$ cat config.mk
export PLATFORM = sky130hd
export DESIGN_NAME = pipe_ctrl_top
export DESIGN_NICKNAME = d
export VERILOG_FILES = /design/src/hdl/core_arch_pkg.sv /design/src/hdl/pipe_ctrl_pkg.sv /design/src/hdl/redirect_if.sv /design/src/hdl/irq_vector_fetch.sv /design/src/hdl/pipe_ctrl_fsm.sv /design/src/hdl/pipe_ctrl_top.sv /design/src/hdl/sysreg_set.sv
export SDC_FILE = /design/constraint.sdc
export NUM_CORES = 1
export LEC_CHECK = 0
export BUFFER_PORTS_ARGS = -buffer_cell sky130_fd_sc_hd__buf_2
export CAP_MARGIN = 20
export CORE_AREA = 2 2 135 137
export DETAILED_ROUTE_END_ITERATION = 8
export DIE_AREA = 0 0 137 139
export GPL_ROUTABILITY_DRIVEN = 0
export PLACE_DENSITY = 0.68
export SLEW_MARGIN = 20
export SYNTH_ARGS = -nofsm -noshare
export SYNTH_HDL_FRONTEND = slang
export SYNTH_SLANG_ARGS = --single-unit
$ cat constraint.sdc
create_clock -name iCLOCK -period 3.3 [get_ports iCLOCK]
set_clock_uncertainty 0.05 [all_clocks]
set_input_delay 0 -clock iCLOCK [delete_from_list [all_inputs] [get_ports iCLOCK]]
set_output_delay 0 -clock iCLOCK [all_outputs]
set_load 0.02 [all_outputs]
$ cat src/hdl/core_arch_pkg.sv
`default_nettype none

package core_arch_pkg;

	// Data and address word of the core
	typedef logic [31:0] word_t;

	// External interrupt number
	typedef logic [6:0] irq_num_t;

	// Load/store access size
	typedef enum logic [1:0] {
		LDST_BYTE = 2'b00,
		LDST_HALF = 2'b01,
		LDST_WORD = 2'b10,
		LDST_NONE = 2'b11
	} ldst_order_t;

	// Interrupt enable flag in the PSR
	localparam int PSR_IRQ_ENABLE_BIT = 2;

	// One descriptor table entry, handler address in the first word
	localparam int IDT_ENTRY_BYTES = 8;

	// Read/write line level for a read access
	localparam logic LDST_READ = 1'b0;

endpackage

`default_nettype wire

$ cat src/hdl/pipe_ctrl_pkg.sv
`default_nettype none

package pipe_ctrl_pkg;

	// Width of the control state register
	localparam int CTRL_STATE_W = 3;

	// Control sequences of the pipeline controller
	typedef enum logic [CTRL_STATE_W-1:0] {
		IDLE          = 3'h0,
		JUMP_IRQ_CALL = 3'h1,
		JUMP          = 3'h2,
		IRQ_CALL      = 3'h3,
		IRQ_RETURN    = 3'h4,
		RELOAD        = 3'h5
	} ctrl_state_t;

endpackage

`default_nettype wire

$ cat src/hdl/redirect_if.sv
`timescale 1ns/1ns
`default_nettype none

interface redirect_if import core_arch_pkg::*; ();

	// Jump or reload starts, new PC from the execute stage
	logic jump_take;
	// Vector fetch finished, handler address below
	logic irq_done;
	logic return_take;
	// Idle with nothing starting
	logic idle_quiet;
	word_t handler;

	modport ctrl (
		output jump_take,
		output irq_done,
		output return_take,
		output idle_quiet
	);

	modport regs (
		input jump_take,
		input irq_done,
		input return_take,
		input idle_quiet,
		input handler
	);

endinterface

`default_nettype wire

$ cat src/hdl/irq_vector_fetch.sv
`timescale 1ns/1ns
`default_nettype none

module irq_vector_fetch
	import core_arch_pkg::*;
(
	input  logic        iCLOCK,
	input  logic        inRESET,
	input  logic        reset_sync,
	input  logic        start,
	input  irq_num_t    irq_num,
	input  word_t       idtr,
	output logic        done,
	output word_t       handler,
	output logic        ldst_use,
	output logic        ldst_req,
	output ldst_order_t ldst_order,
	output logic        ldst_rw,
	output word_t       ldst_addr,
	output word_t       ldst_data,
	input  logic        ldst_busy,
	input  logic        ldst_valid,
	input  word_t       ldst_rdata
);

	logic pending;
	irq_num_t num_q;
	logic accepted;

	// Request taken by the port at this edge
	assign accepted = ldst_req && !ldst_busy;

	always_ff @(posedge iCLOCK or negedge inRESET) begin
		if (!inRESET) begin
			pending <= 1'b0;
			ldst_use <= 1'b0;
			ldst_req <= 1'b0;
			done <= 1'b0;
		end else if (reset_sync) begin
			pending <= 1'b0;
			ldst_use <= 1'b0;
			ldst_req <= 1'b0;
			done <= 1'b0;
		end else begin
			done <= 1'b0;
			pending <= start;
			if (pending) begin
				ldst_use <= 1'b1;
				ldst_req <= 1'b1;
			end else if (ldst_use) begin
				if (accepted) begin
					ldst_req <= 1'b0;
				end
				// Response may come with the accepting edge or any later one
				if (ldst_valid && (accepted || !ldst_req)) begin
					ldst_use <= 1'b0;
					done <= 1'b1;
				end
			end
		end
	end

	// Interrupt number sampled with the start strobe
	always_ff @(posedge iCLOCK) begin
		if (start) begin
			num_q <= irq_num;
		end
	end

	// Descriptor address, held through busy
	always_ff @(posedge iCLOCK) begin
		if (pending) begin
			ldst_addr <= idtr + word_t'(num_q) * word_t'(IDT_ENTRY_BYTES);
		end
	end

	always_ff @(posedge iCLOCK) begin
		if (ldst_use && ldst_valid && (accepted || !ldst_req)) begin
			handler <= ldst_rdata;
		end
	end

	// Word read only
	assign ldst_order = LDST_WORD;
	assign ldst_rw = LDST_READ;
	assign ldst_data = '0;

endmodule

`default_nettype wire

$ cat src/hdl/pipe_ctrl_fsm.sv
`timescale 1ns/1ns
`default_nettype none

module pipe_ctrl_fsm
	import core_arch_pkg::*;
	import pipe_ctrl_pkg::*;
(
	input  logic        iCLOCK,
	input  logic        inRESET,
	input  logic        reset_sync,
	input  logic        branch_valid,
	input  logic        return_valid,
	input  logic        reload_valid,
	input  logic        irq_req,
	input  logic        irq_lock,
	input  word_t       sysreg_psr,
	input  logic        fetch_done,
	output logic        fetch_start,
	redirect_if.ctrl    redirect,
	output logic        event_hold,
	output logic        event_start,
	output logic        event_irq_front2back,
	output logic        event_irq_back2front,
	output logic        event_end,
	output logic        irq_ack
);

	ctrl_state_t state;
	ctrl_state_t next_state;
	logic in_idle;
	logic irq_cond;
	logic start_any;
	logic start_irq;
	logic finish_short;
	logic finish_irq;

	assign in_idle = (state == IDLE);

	// Interrupt accepted only when unlocked and enabled in the PSR
	assign irq_cond = irq_req && !irq_lock && sysreg_psr[PSR_IRQ_ENABLE_BIT];

	// Next state, priority follows the reference order
	always_comb begin
		next_state = state;
		case (state)
			IDLE: begin
				if (irq_cond && branch_valid) begin
					next_state = JUMP_IRQ_CALL;
				end else if (irq_cond) begin
					next_state = IRQ_CALL;
				end else if (branch_valid) begin
					next_state = JUMP;
				end else if (reload_valid) begin
					next_state = RELOAD;
				end else if (return_valid) begin
					next_state = IRQ_RETURN;
				end
			end
			JUMP_IRQ_CALL, IRQ_CALL: begin
				if (fetch_done) begin
					next_state = IDLE;
				end
			end
			// Single cycle sequences
			JUMP, RELOAD, IRQ_RETURN: begin
				next_state = IDLE;
			end
			default: begin
				next_state = IDLE;
			end
		endcase
	end

	assign start_any = in_idle && (next_state != IDLE);
	assign start_irq = in_idle && ((next_state == JUMP_IRQ_CALL) || (next_state == IRQ_CALL));

	assign finish_short = (state == JUMP) || (state == RELOAD) || (state == IRQ_RETURN);
	assign finish_irq = ((state == JUMP_IRQ_CALL) || (state == IRQ_CALL)) && fetch_done;

	// Vector fetch kicked off together with the state change
	assign fetch_start = start_irq;

	// Redirect strobes toward the register set logic
	assign redirect.jump_take = in_idle &&
		((next_state == JUMP_IRQ_CALL) || (next_state == JUMP) || (next_state == RELOAD));
	assign redirect.irq_done = finish_irq;
	assign redirect.return_take = in_idle && (next_state == IRQ_RETURN);
	assign redirect.idle_quiet = in_idle && (next_state == IDLE);

	always_ff @(posedge iCLOCK or negedge inRESET) begin
		if (!inRESET) begin
			state <= IDLE;
		end else if (reset_sync) begin
			state <= IDLE;
		end else begin
			state <= next_state;
		end
	end

	// Event pulses, all registered
	always_ff @(posedge iCLOCK or negedge inRESET) begin
		if (!inRESET) begin
			event_hold <= 1'b0;
			event_start <= 1'b0;
			event_irq_front2back <= 1'b0;
			event_irq_back2front <= 1'b0;
			event_end <= 1'b0;
		end else if (reset_sync) begin
			event_hold <= 1'b0;
			event_start <= 1'b0;
			event_irq_front2back <= 1'b0;
			event_irq_back2front <= 1'b0;
			event_end <= 1'b0;
		end else begin
			// Hold only changes while idle, so it drops with the end pulse
			if (in_idle) begin
				event_hold <= start_any;
			end
			event_start <= start_any;
			event_irq_front2back <= start_irq;
			event_irq_back2front <= redirect.return_take;
			event_end <= finish_short || finish_irq;
		end
	end

	// Acknowledge once the handler address is known
	always_ff @(posedge iCLOCK or negedge inRESET) begin
		if (!inRESET) begin
			irq_ack <= 1'b0;
		end else if (reset_sync) begin
			irq_ack <= 1'b0;
		end else begin
			irq_ack <= finish_irq;
		end
	end

endmodule

`default_nettype wire

$ cat src/hdl/pipe_ctrl_top.sv
`timescale 1ns/1ns
`default_nettype none

module pipe_ctrl_top
	import core_arch_pkg::*;
(
	input  logic        iCLOCK,
	input  logic        inRESET,
	input  logic        reset_sync,
	// Execute stage
	input  word_t       jump_addr,
	input  logic        branch_valid,
	input  logic        return_valid,
	input  logic        reload_valid,
	// Interrupt controller
	input  logic        irq_req,
	input  irq_num_t    irq_num,
	output logic        irq_ack,
	// System registers
	input  word_t       sysreg_psr,
	input  word_t       sysreg_pcr,
	input  word_t       sysreg_ppcr,
	input  word_t       sysreg_idtr,
	input  logic        irq_lock,
	// Load/store port
	output logic        ldst_use,
	output logic        ldst_req,
	output ldst_order_t ldst_order,
	output logic        ldst_rw,
	output word_t       ldst_addr,
	output word_t       ldst_data,
	input  logic        ldst_busy,
	input  logic        ldst_valid,
	input  word_t       ldst_rdata,
	// Pipeline events
	output logic        event_hold,
	output logic        event_start,
	output logic        event_irq_front2back,
	output logic        event_irq_back2front,
	output logic        event_end,
	output logic        pcr_set,
	output word_t       pcr,
	output logic        ppcr_set,
	output word_t       ppcr
);

	logic fetch_start;
	logic fetch_done;

	redirect_if redirect();

	pipe_ctrl_fsm u_fsm (
		.iCLOCK(iCLOCK),
		.inRESET(inRESET),
		.reset_sync(reset_sync),
		.branch_valid(branch_valid),
		.return_valid(return_valid),
		.reload_valid(reload_valid),
		.irq_req(irq_req),
		.irq_lock(irq_lock),
		.sysreg_psr(sysreg_psr),
		.fetch_done(fetch_done),
		.fetch_start(fetch_start),
		.redirect(redirect.ctrl),
		.event_hold(event_hold),
		.event_start(event_start),
		.event_irq_front2back(event_irq_front2back),
		.event_irq_back2front(event_irq_back2front),
		.event_end(event_end),
		.irq_ack(irq_ack)
	);

	// Handler goes straight onto the redirect bundle
	irq_vector_fetch u_fetch (
		.iCLOCK(iCLOCK),
		.inRESET(inRESET),
		.reset_sync(reset_sync),
		.start(fetch_start),
		.irq_num(irq_num),
		.idtr(sysreg_idtr),
		.done(fetch_done),
		.handler(redirect.handler),
		.ldst_use(ldst_use),
		.ldst_req(ldst_req),
		.ldst_order(ldst_order),
		.ldst_rw(ldst_rw),
		.ldst_addr(ldst_addr),
		.ldst_data(ldst_data),
		.ldst_busy(ldst_busy),
		.ldst_valid(ldst_valid),
		.ldst_rdata(ldst_rdata)
	);

	sysreg_set u_sysreg (
		.iCLOCK(iCLOCK),
		.inRESET(inRESET),
		.reset_sync(reset_sync),
		.redirect(redirect.regs),
		.jump_addr(jump_addr),
		.sysreg_pcr(sysreg_pcr),
		.sysreg_ppcr(sysreg_ppcr),
		.pcr_set(pcr_set),
		.pcr(pcr),
		.ppcr_set(ppcr_set),
		.ppcr(ppcr)
	);

endmodule

`default_nettype wire

$ cat src/hdl/sysreg_set.sv
`timescale 1ns/1ns
`default_nettype none

module sysreg_set
	import core_arch_pkg::*;
(
	input  logic        iCLOCK,
	input  logic        inRESET,
	input  logic        reset_sync,
	redirect_if.regs    redirect,
	input  word_t       jump_addr,
	input  word_t       sysreg_pcr,
	input  word_t       sysreg_ppcr,
	output logic        pcr_set,
	output word_t       pcr,
	output logic        ppcr_set,
	output word_t       ppcr
);

	logic pcr_load;
	word_t pcr_next;

	// New PC source, only one strobe fires in a cycle
	always_comb begin
		pcr_load = 1'b1;
		pcr_next = jump_addr;
		if (redirect.jump_take) begin
			pcr_next = jump_addr;
		end else if (redirect.irq_done) begin
			pcr_next = redirect.handler;
		end else if (redirect.return_take) begin
			pcr_next = sysreg_ppcr;
		end else begin
			pcr_load = 1'b0;
		end
	end

	// Set event stays up until the machine idles with nothing new
	always_ff @(posedge iCLOCK or negedge inRESET) begin
		if (!inRESET) begin
			pcr_set <= 1'b0;
			pcr <= '0;
		end else if (reset_sync) begin
			pcr_set <= 1'b0;
			pcr <= '0;
		end else if (pcr_load) begin
			pcr_set <= 1'b1;
			pcr <= pcr_next;
		end else if (redirect.idle_quiet) begin
			pcr_set <= 1'b0;
			pcr <= '0;
		end
	end

	// Previous PC saved once per interrupt entry
	always_ff @(posedge iCLOCK or negedge inRESET) begin
		if (!inRESET) begin
			ppcr_set <= 1'b0;
		end else if (reset_sync) begin
			ppcr_set <= 1'b0;
		end else begin
			ppcr_set <= redirect.irq_done;
		end
	end

	always_ff @(posedge iCLOCK) begin
		if (redirect.irq_done) begin
			ppcr <= sysreg_pcr;
		end
	end

endmodule

`default_nettype wire

==> run summary <==
=================================================================================================
Global-route wire length before repair .............................................     30600 um
Data required, critical path .......................................................      3.41 ns
Clock latency on the worst-skew pair ...............................................      0.41 ns
Die Span Y .........................................................................       139 um
Number of antenna violations at the first check in global routing ..................            0
Count of fill cells added during filler insertion ..................................         1319
Fin crit period ....................................................................      3.01 ns
Fraction of the yosys area taken by sequential cells ...............................        63.1%
Total Routing Usage GR .............................................................        20.9%
Post-Syn Instances .................................................................          518
Number of hold violations in the final report ......................................            0
Post-route DRC violation count .....................................................            0
Diode insertion count for antenna repair ...........................................            0
Number of violations of the max-capacitance limit ..................................            0
Final-layout setup total negative slack ............................................         0 ns
Pwr Density ........................................................................   459 nW/um2
Avg Cell Area, Syn .................................................................     12.9 um2
Commonest non-fill, non-tap cells in the layout .................................... 283 x buf_2, 182 x dlygate4sd3_1, 103 x edfxtp_1, 72 x nor2_1
Max stage delay on crit path .......................................................      0.55 ns
Growth of design area from synthesis to finish .....................................        58.4%
Peak supply drop ...................................................................     0.329 mV
IO Port Bufs .......................................................................          283
Kind of cell adding the most delay to the critical path ............................ compound AO/OA/AOI/OAI gates
EDFF count, synth ..................................................................          103
Clock-pin slew on the worst setup and hold paths ...................................      0.06 ns
Final wirelength ...................................................................     20200 um
Cells traversed along the worst timing path ........................................ ha_1 > inv_1 > fa_1 > nor2b_1 > o211ai_1 > a311oi_2 > nand3_1 > xnor2_1 > dlygate4sd3_1
Leakage power ......................................................................      4.76 nW
Initial standard-cell utilization of the core ......................................        37.8%
Vias per cell ......................................................................         4.81
Number of sinks handled by clock tree synthesis ....................................          148
NumNets Final ......................................................................         1202
Mapped cell area ...................................................................     6680 um2
Critical path buffer and inverter count ............................................            2
Least-Margin Pin Slew ..............................................................     0.860 ns
Final max-slew violation count .....................................................            0
Vias in the first global route .....................................................         6147
TritonRoute pass-1 iters ...........................................................            5
Largest cells by area after synthesis .............................................. edfxtp_1 46%, dfrtp_1 17%, o41ai_2 7.3%
Maximum number of pins on one net before global-route repair .......................           65
Leading cell type in the layout, fill and taps excluded ............................        buf_2
TritonCTS clock tree ...............................................................          yes
Final worst path period share ......................................................        91.2%
Crit path kind .....................................................................   reg -> reg
Status ............................................................................. complete, no violations
Yosys warning count ................................................................            0
Worst endpoint data arrival time ...................................................      3.12 ns
Boundary pin count .................................................................          350
Fmax achieved ......................................................................      332 MHz
Share of Yosys cell area claimed by the top area cell type .........................        46.3%
Fraction of layout cells with a size suffix above 1 ................................        36.3%
Critical Path Sink Type ............................................................     register
Antenna-violating nets left ........................................................            0
Clock buffer count from CTS ........................................................           17
CTS resizes ........................................................................            0
Number of distinct library cell variants in the gate-level netlist after synthesis .           47
Slowest cell on the critical path .................................................. dlygate4sd3_1
# setup viols final ................................................................            0
Initial DRC Count ..................................................................          283
Depth of the CTS H-tree ............................................................            4
Root buf cell ......................................................................    clkbuf_16
Kind of start point of the critical path ...........................................     register
Setup repair after global routing missed its margin ................................           no
Placement row count ................................................................           49
Number of register bits inferred by synthesis ......................................          148
Dpl hpwl ...........................................................................     12400 um
Async set-or-reset flop fraction in the synthesized netlist ........................        30.4%
Worst-path maximum fanout ..........................................................            5
Slew margin rel. ...................................................................        42.7%
Maximum clock insertion buffer count ...............................................            2
Die outline width ..................................................................       137 um
Routed length per instance .........................................................      16.4 um
Ys flop type .......................................................................     edfxtp_1
Cell taking the most area after synthesis ..........................................     edfxtp_1
Hold/Removal Path Class ............................................................    in -> reg
Core box area ......................................................................    17700 um2
Share of the core filled with cells ................................................        60.0%
Gr ovfl total ......................................................................            0
Number of vias after detailed routing ..............................................         5904
Overall die area ...................................................................    19000 um2
=================================================================================================
power by group:
part | leakage (nW) | switching [mW] | internal [mW]
clock | 0.270 | 0.838 | 1.06
combinational | 2.97 | 0.426 | 0.423
sequential | 1.53 | 0.0428 | 2.07
total | 4.76 | 1.31 | 3.56
metrics by stage:
| step | setup slack (ns) | total power [mW] | std cells | instance area [um2] | hold slack [ns] |
|---|---|---|---|---|---|
| 2_1_floorplan | 1.12 | 2.55 | 551 | 6810 | -0.346 |
| 3_3_place_gp | 0.882 | 2.77 | 1013 | 8190 | -0.0601 |
| 3_5_place_dp | 0.843 | 2.78 | 1013 | 8190 | -0.0548 |
| 4_1_cts | 0.287 | 4.89 | 1227 | 10600 | 0.00989 |
| 5_1_grt | 0.0652 | 5.05 | 1227 | 10600 | 0.0474 |
| 6_report | 0.290 | 4.86 | 1227 | 10600 | 0.0304 |
registers in the layout (all words and copies together), names as in the netlist, 3 cells and up:
| register | flops |
|---|---|
| u_fetch.ldst_addr | 32 |
| u_fetch.num_q | 7 |
| u_fsm.state | 3 |
| u_sysreg.pcr | 32 |
| u_sysreg.ppcr | 32 |
| u_fetch.handler | 32 |
cell usage after synthesis (6+ instances only):
| cell | number |
|---|---|
| nor3_1 | 45 |
| clkbuf_1 | 11 |
| buf_4 | 38 |
| ha_1 | 7 |
| nand2_1 | 43 |
| dfrtp_1 | 45 |
| nand4_1 | 6 |
| a21oi_1 | 10 |
| nor2_1 | 72 |
| xnor2_1 | 25 |
| inv_1 | 6 |
| o41ai_2 | 30 |
| nand3_1 | 12 |
| edfxtp_1 | 103 |
layout make-up:
class,count,area [um2],area share (%)
Clock buffer,18,429,4.05
Timing Repair Buffer,474,3320,31.3
Sequential cell,148,4220,39.8
Multi-Input combinational cell,337,2170,20.5
Inverter,7,26.3,0.248
Clock inverter,14,143,1.35
Tap cell,229,287,2.71
per-layer routing:
layer | share of wire (%) | GRT usage, %
met5 | 0 | 0
met4 | 2.4 | 8.95
met3 | 9.0 | 6.07
met2 | 51 | 37.5
met1 | 37 | 22.7
tightest hold or removal path, delay by kind of cell:
family                     cells  cell delay (ns)
adders and majority gates      1             0.18
buffers and inverters          1             0.08
and+or+nand+nor                2             0.13
final timing paths:
| path | end | slack [ns] | from | cells past startpoint |
|---|---|---|---|---|
| max reg2reg | u_fetch.ldst_addr[31]$_DFFE_PP_ | 0.29 | u_fetch.num_q[0]$_DFFE_PP_ | 9 |
| min | u_fetch.ldst_addr[9]$_DFFE_PP_ | 0.03 | sysreg_idtr[9] | 4 |
| max in group asynchronous | u_sysreg.pcr[4]$_DFFE_PN0P_ | 2.37 | inRESET | 3 |
| min in group asynchronous | u_sysreg.pcr[18]$_DFFE_PN0P_ | 0.04 | inRESET | 2 |
| max | u_fetch.ldst_addr[31]$_DFFE_PP_ | 0.29 | u_fetch.num_q[0]$_DFFE_PP_ | 9 |
| min reg2reg | u_sysreg.pcr_set$_DFFE_PN0P_ | 0.42 | u_sysreg.pcr_set$_DFFE_PN0P_ | 2 |
cells by family (layout without fill, tap and decap cells):
| family | after synthesis | after routing | synth area share, % |
|---|---|---|---|
| AO/OA/AOI/OAI | 62 | 62 | 10.8 |
| XOR/XNOR | 27 | 27 | 3.54 |
| adder cells (fa/ha/maj) | 8 | 8 | 1.61 |
| buffers and inverters | 66 | 513 | 6.53 |
| flip-flops | 148 | 148 | 63.1 |
| other | 2 | 35 | 0.112 |
| AND/OR/NAND/NOR | 205 | 205 | 14.3 |
what timing repair did:
item	4_1_cts	5_1_grt
hold buffers	182	0
endpoints found under the hold margin	159	0
buffers inserted	0	0
Power figures use the tool's default switching activity.
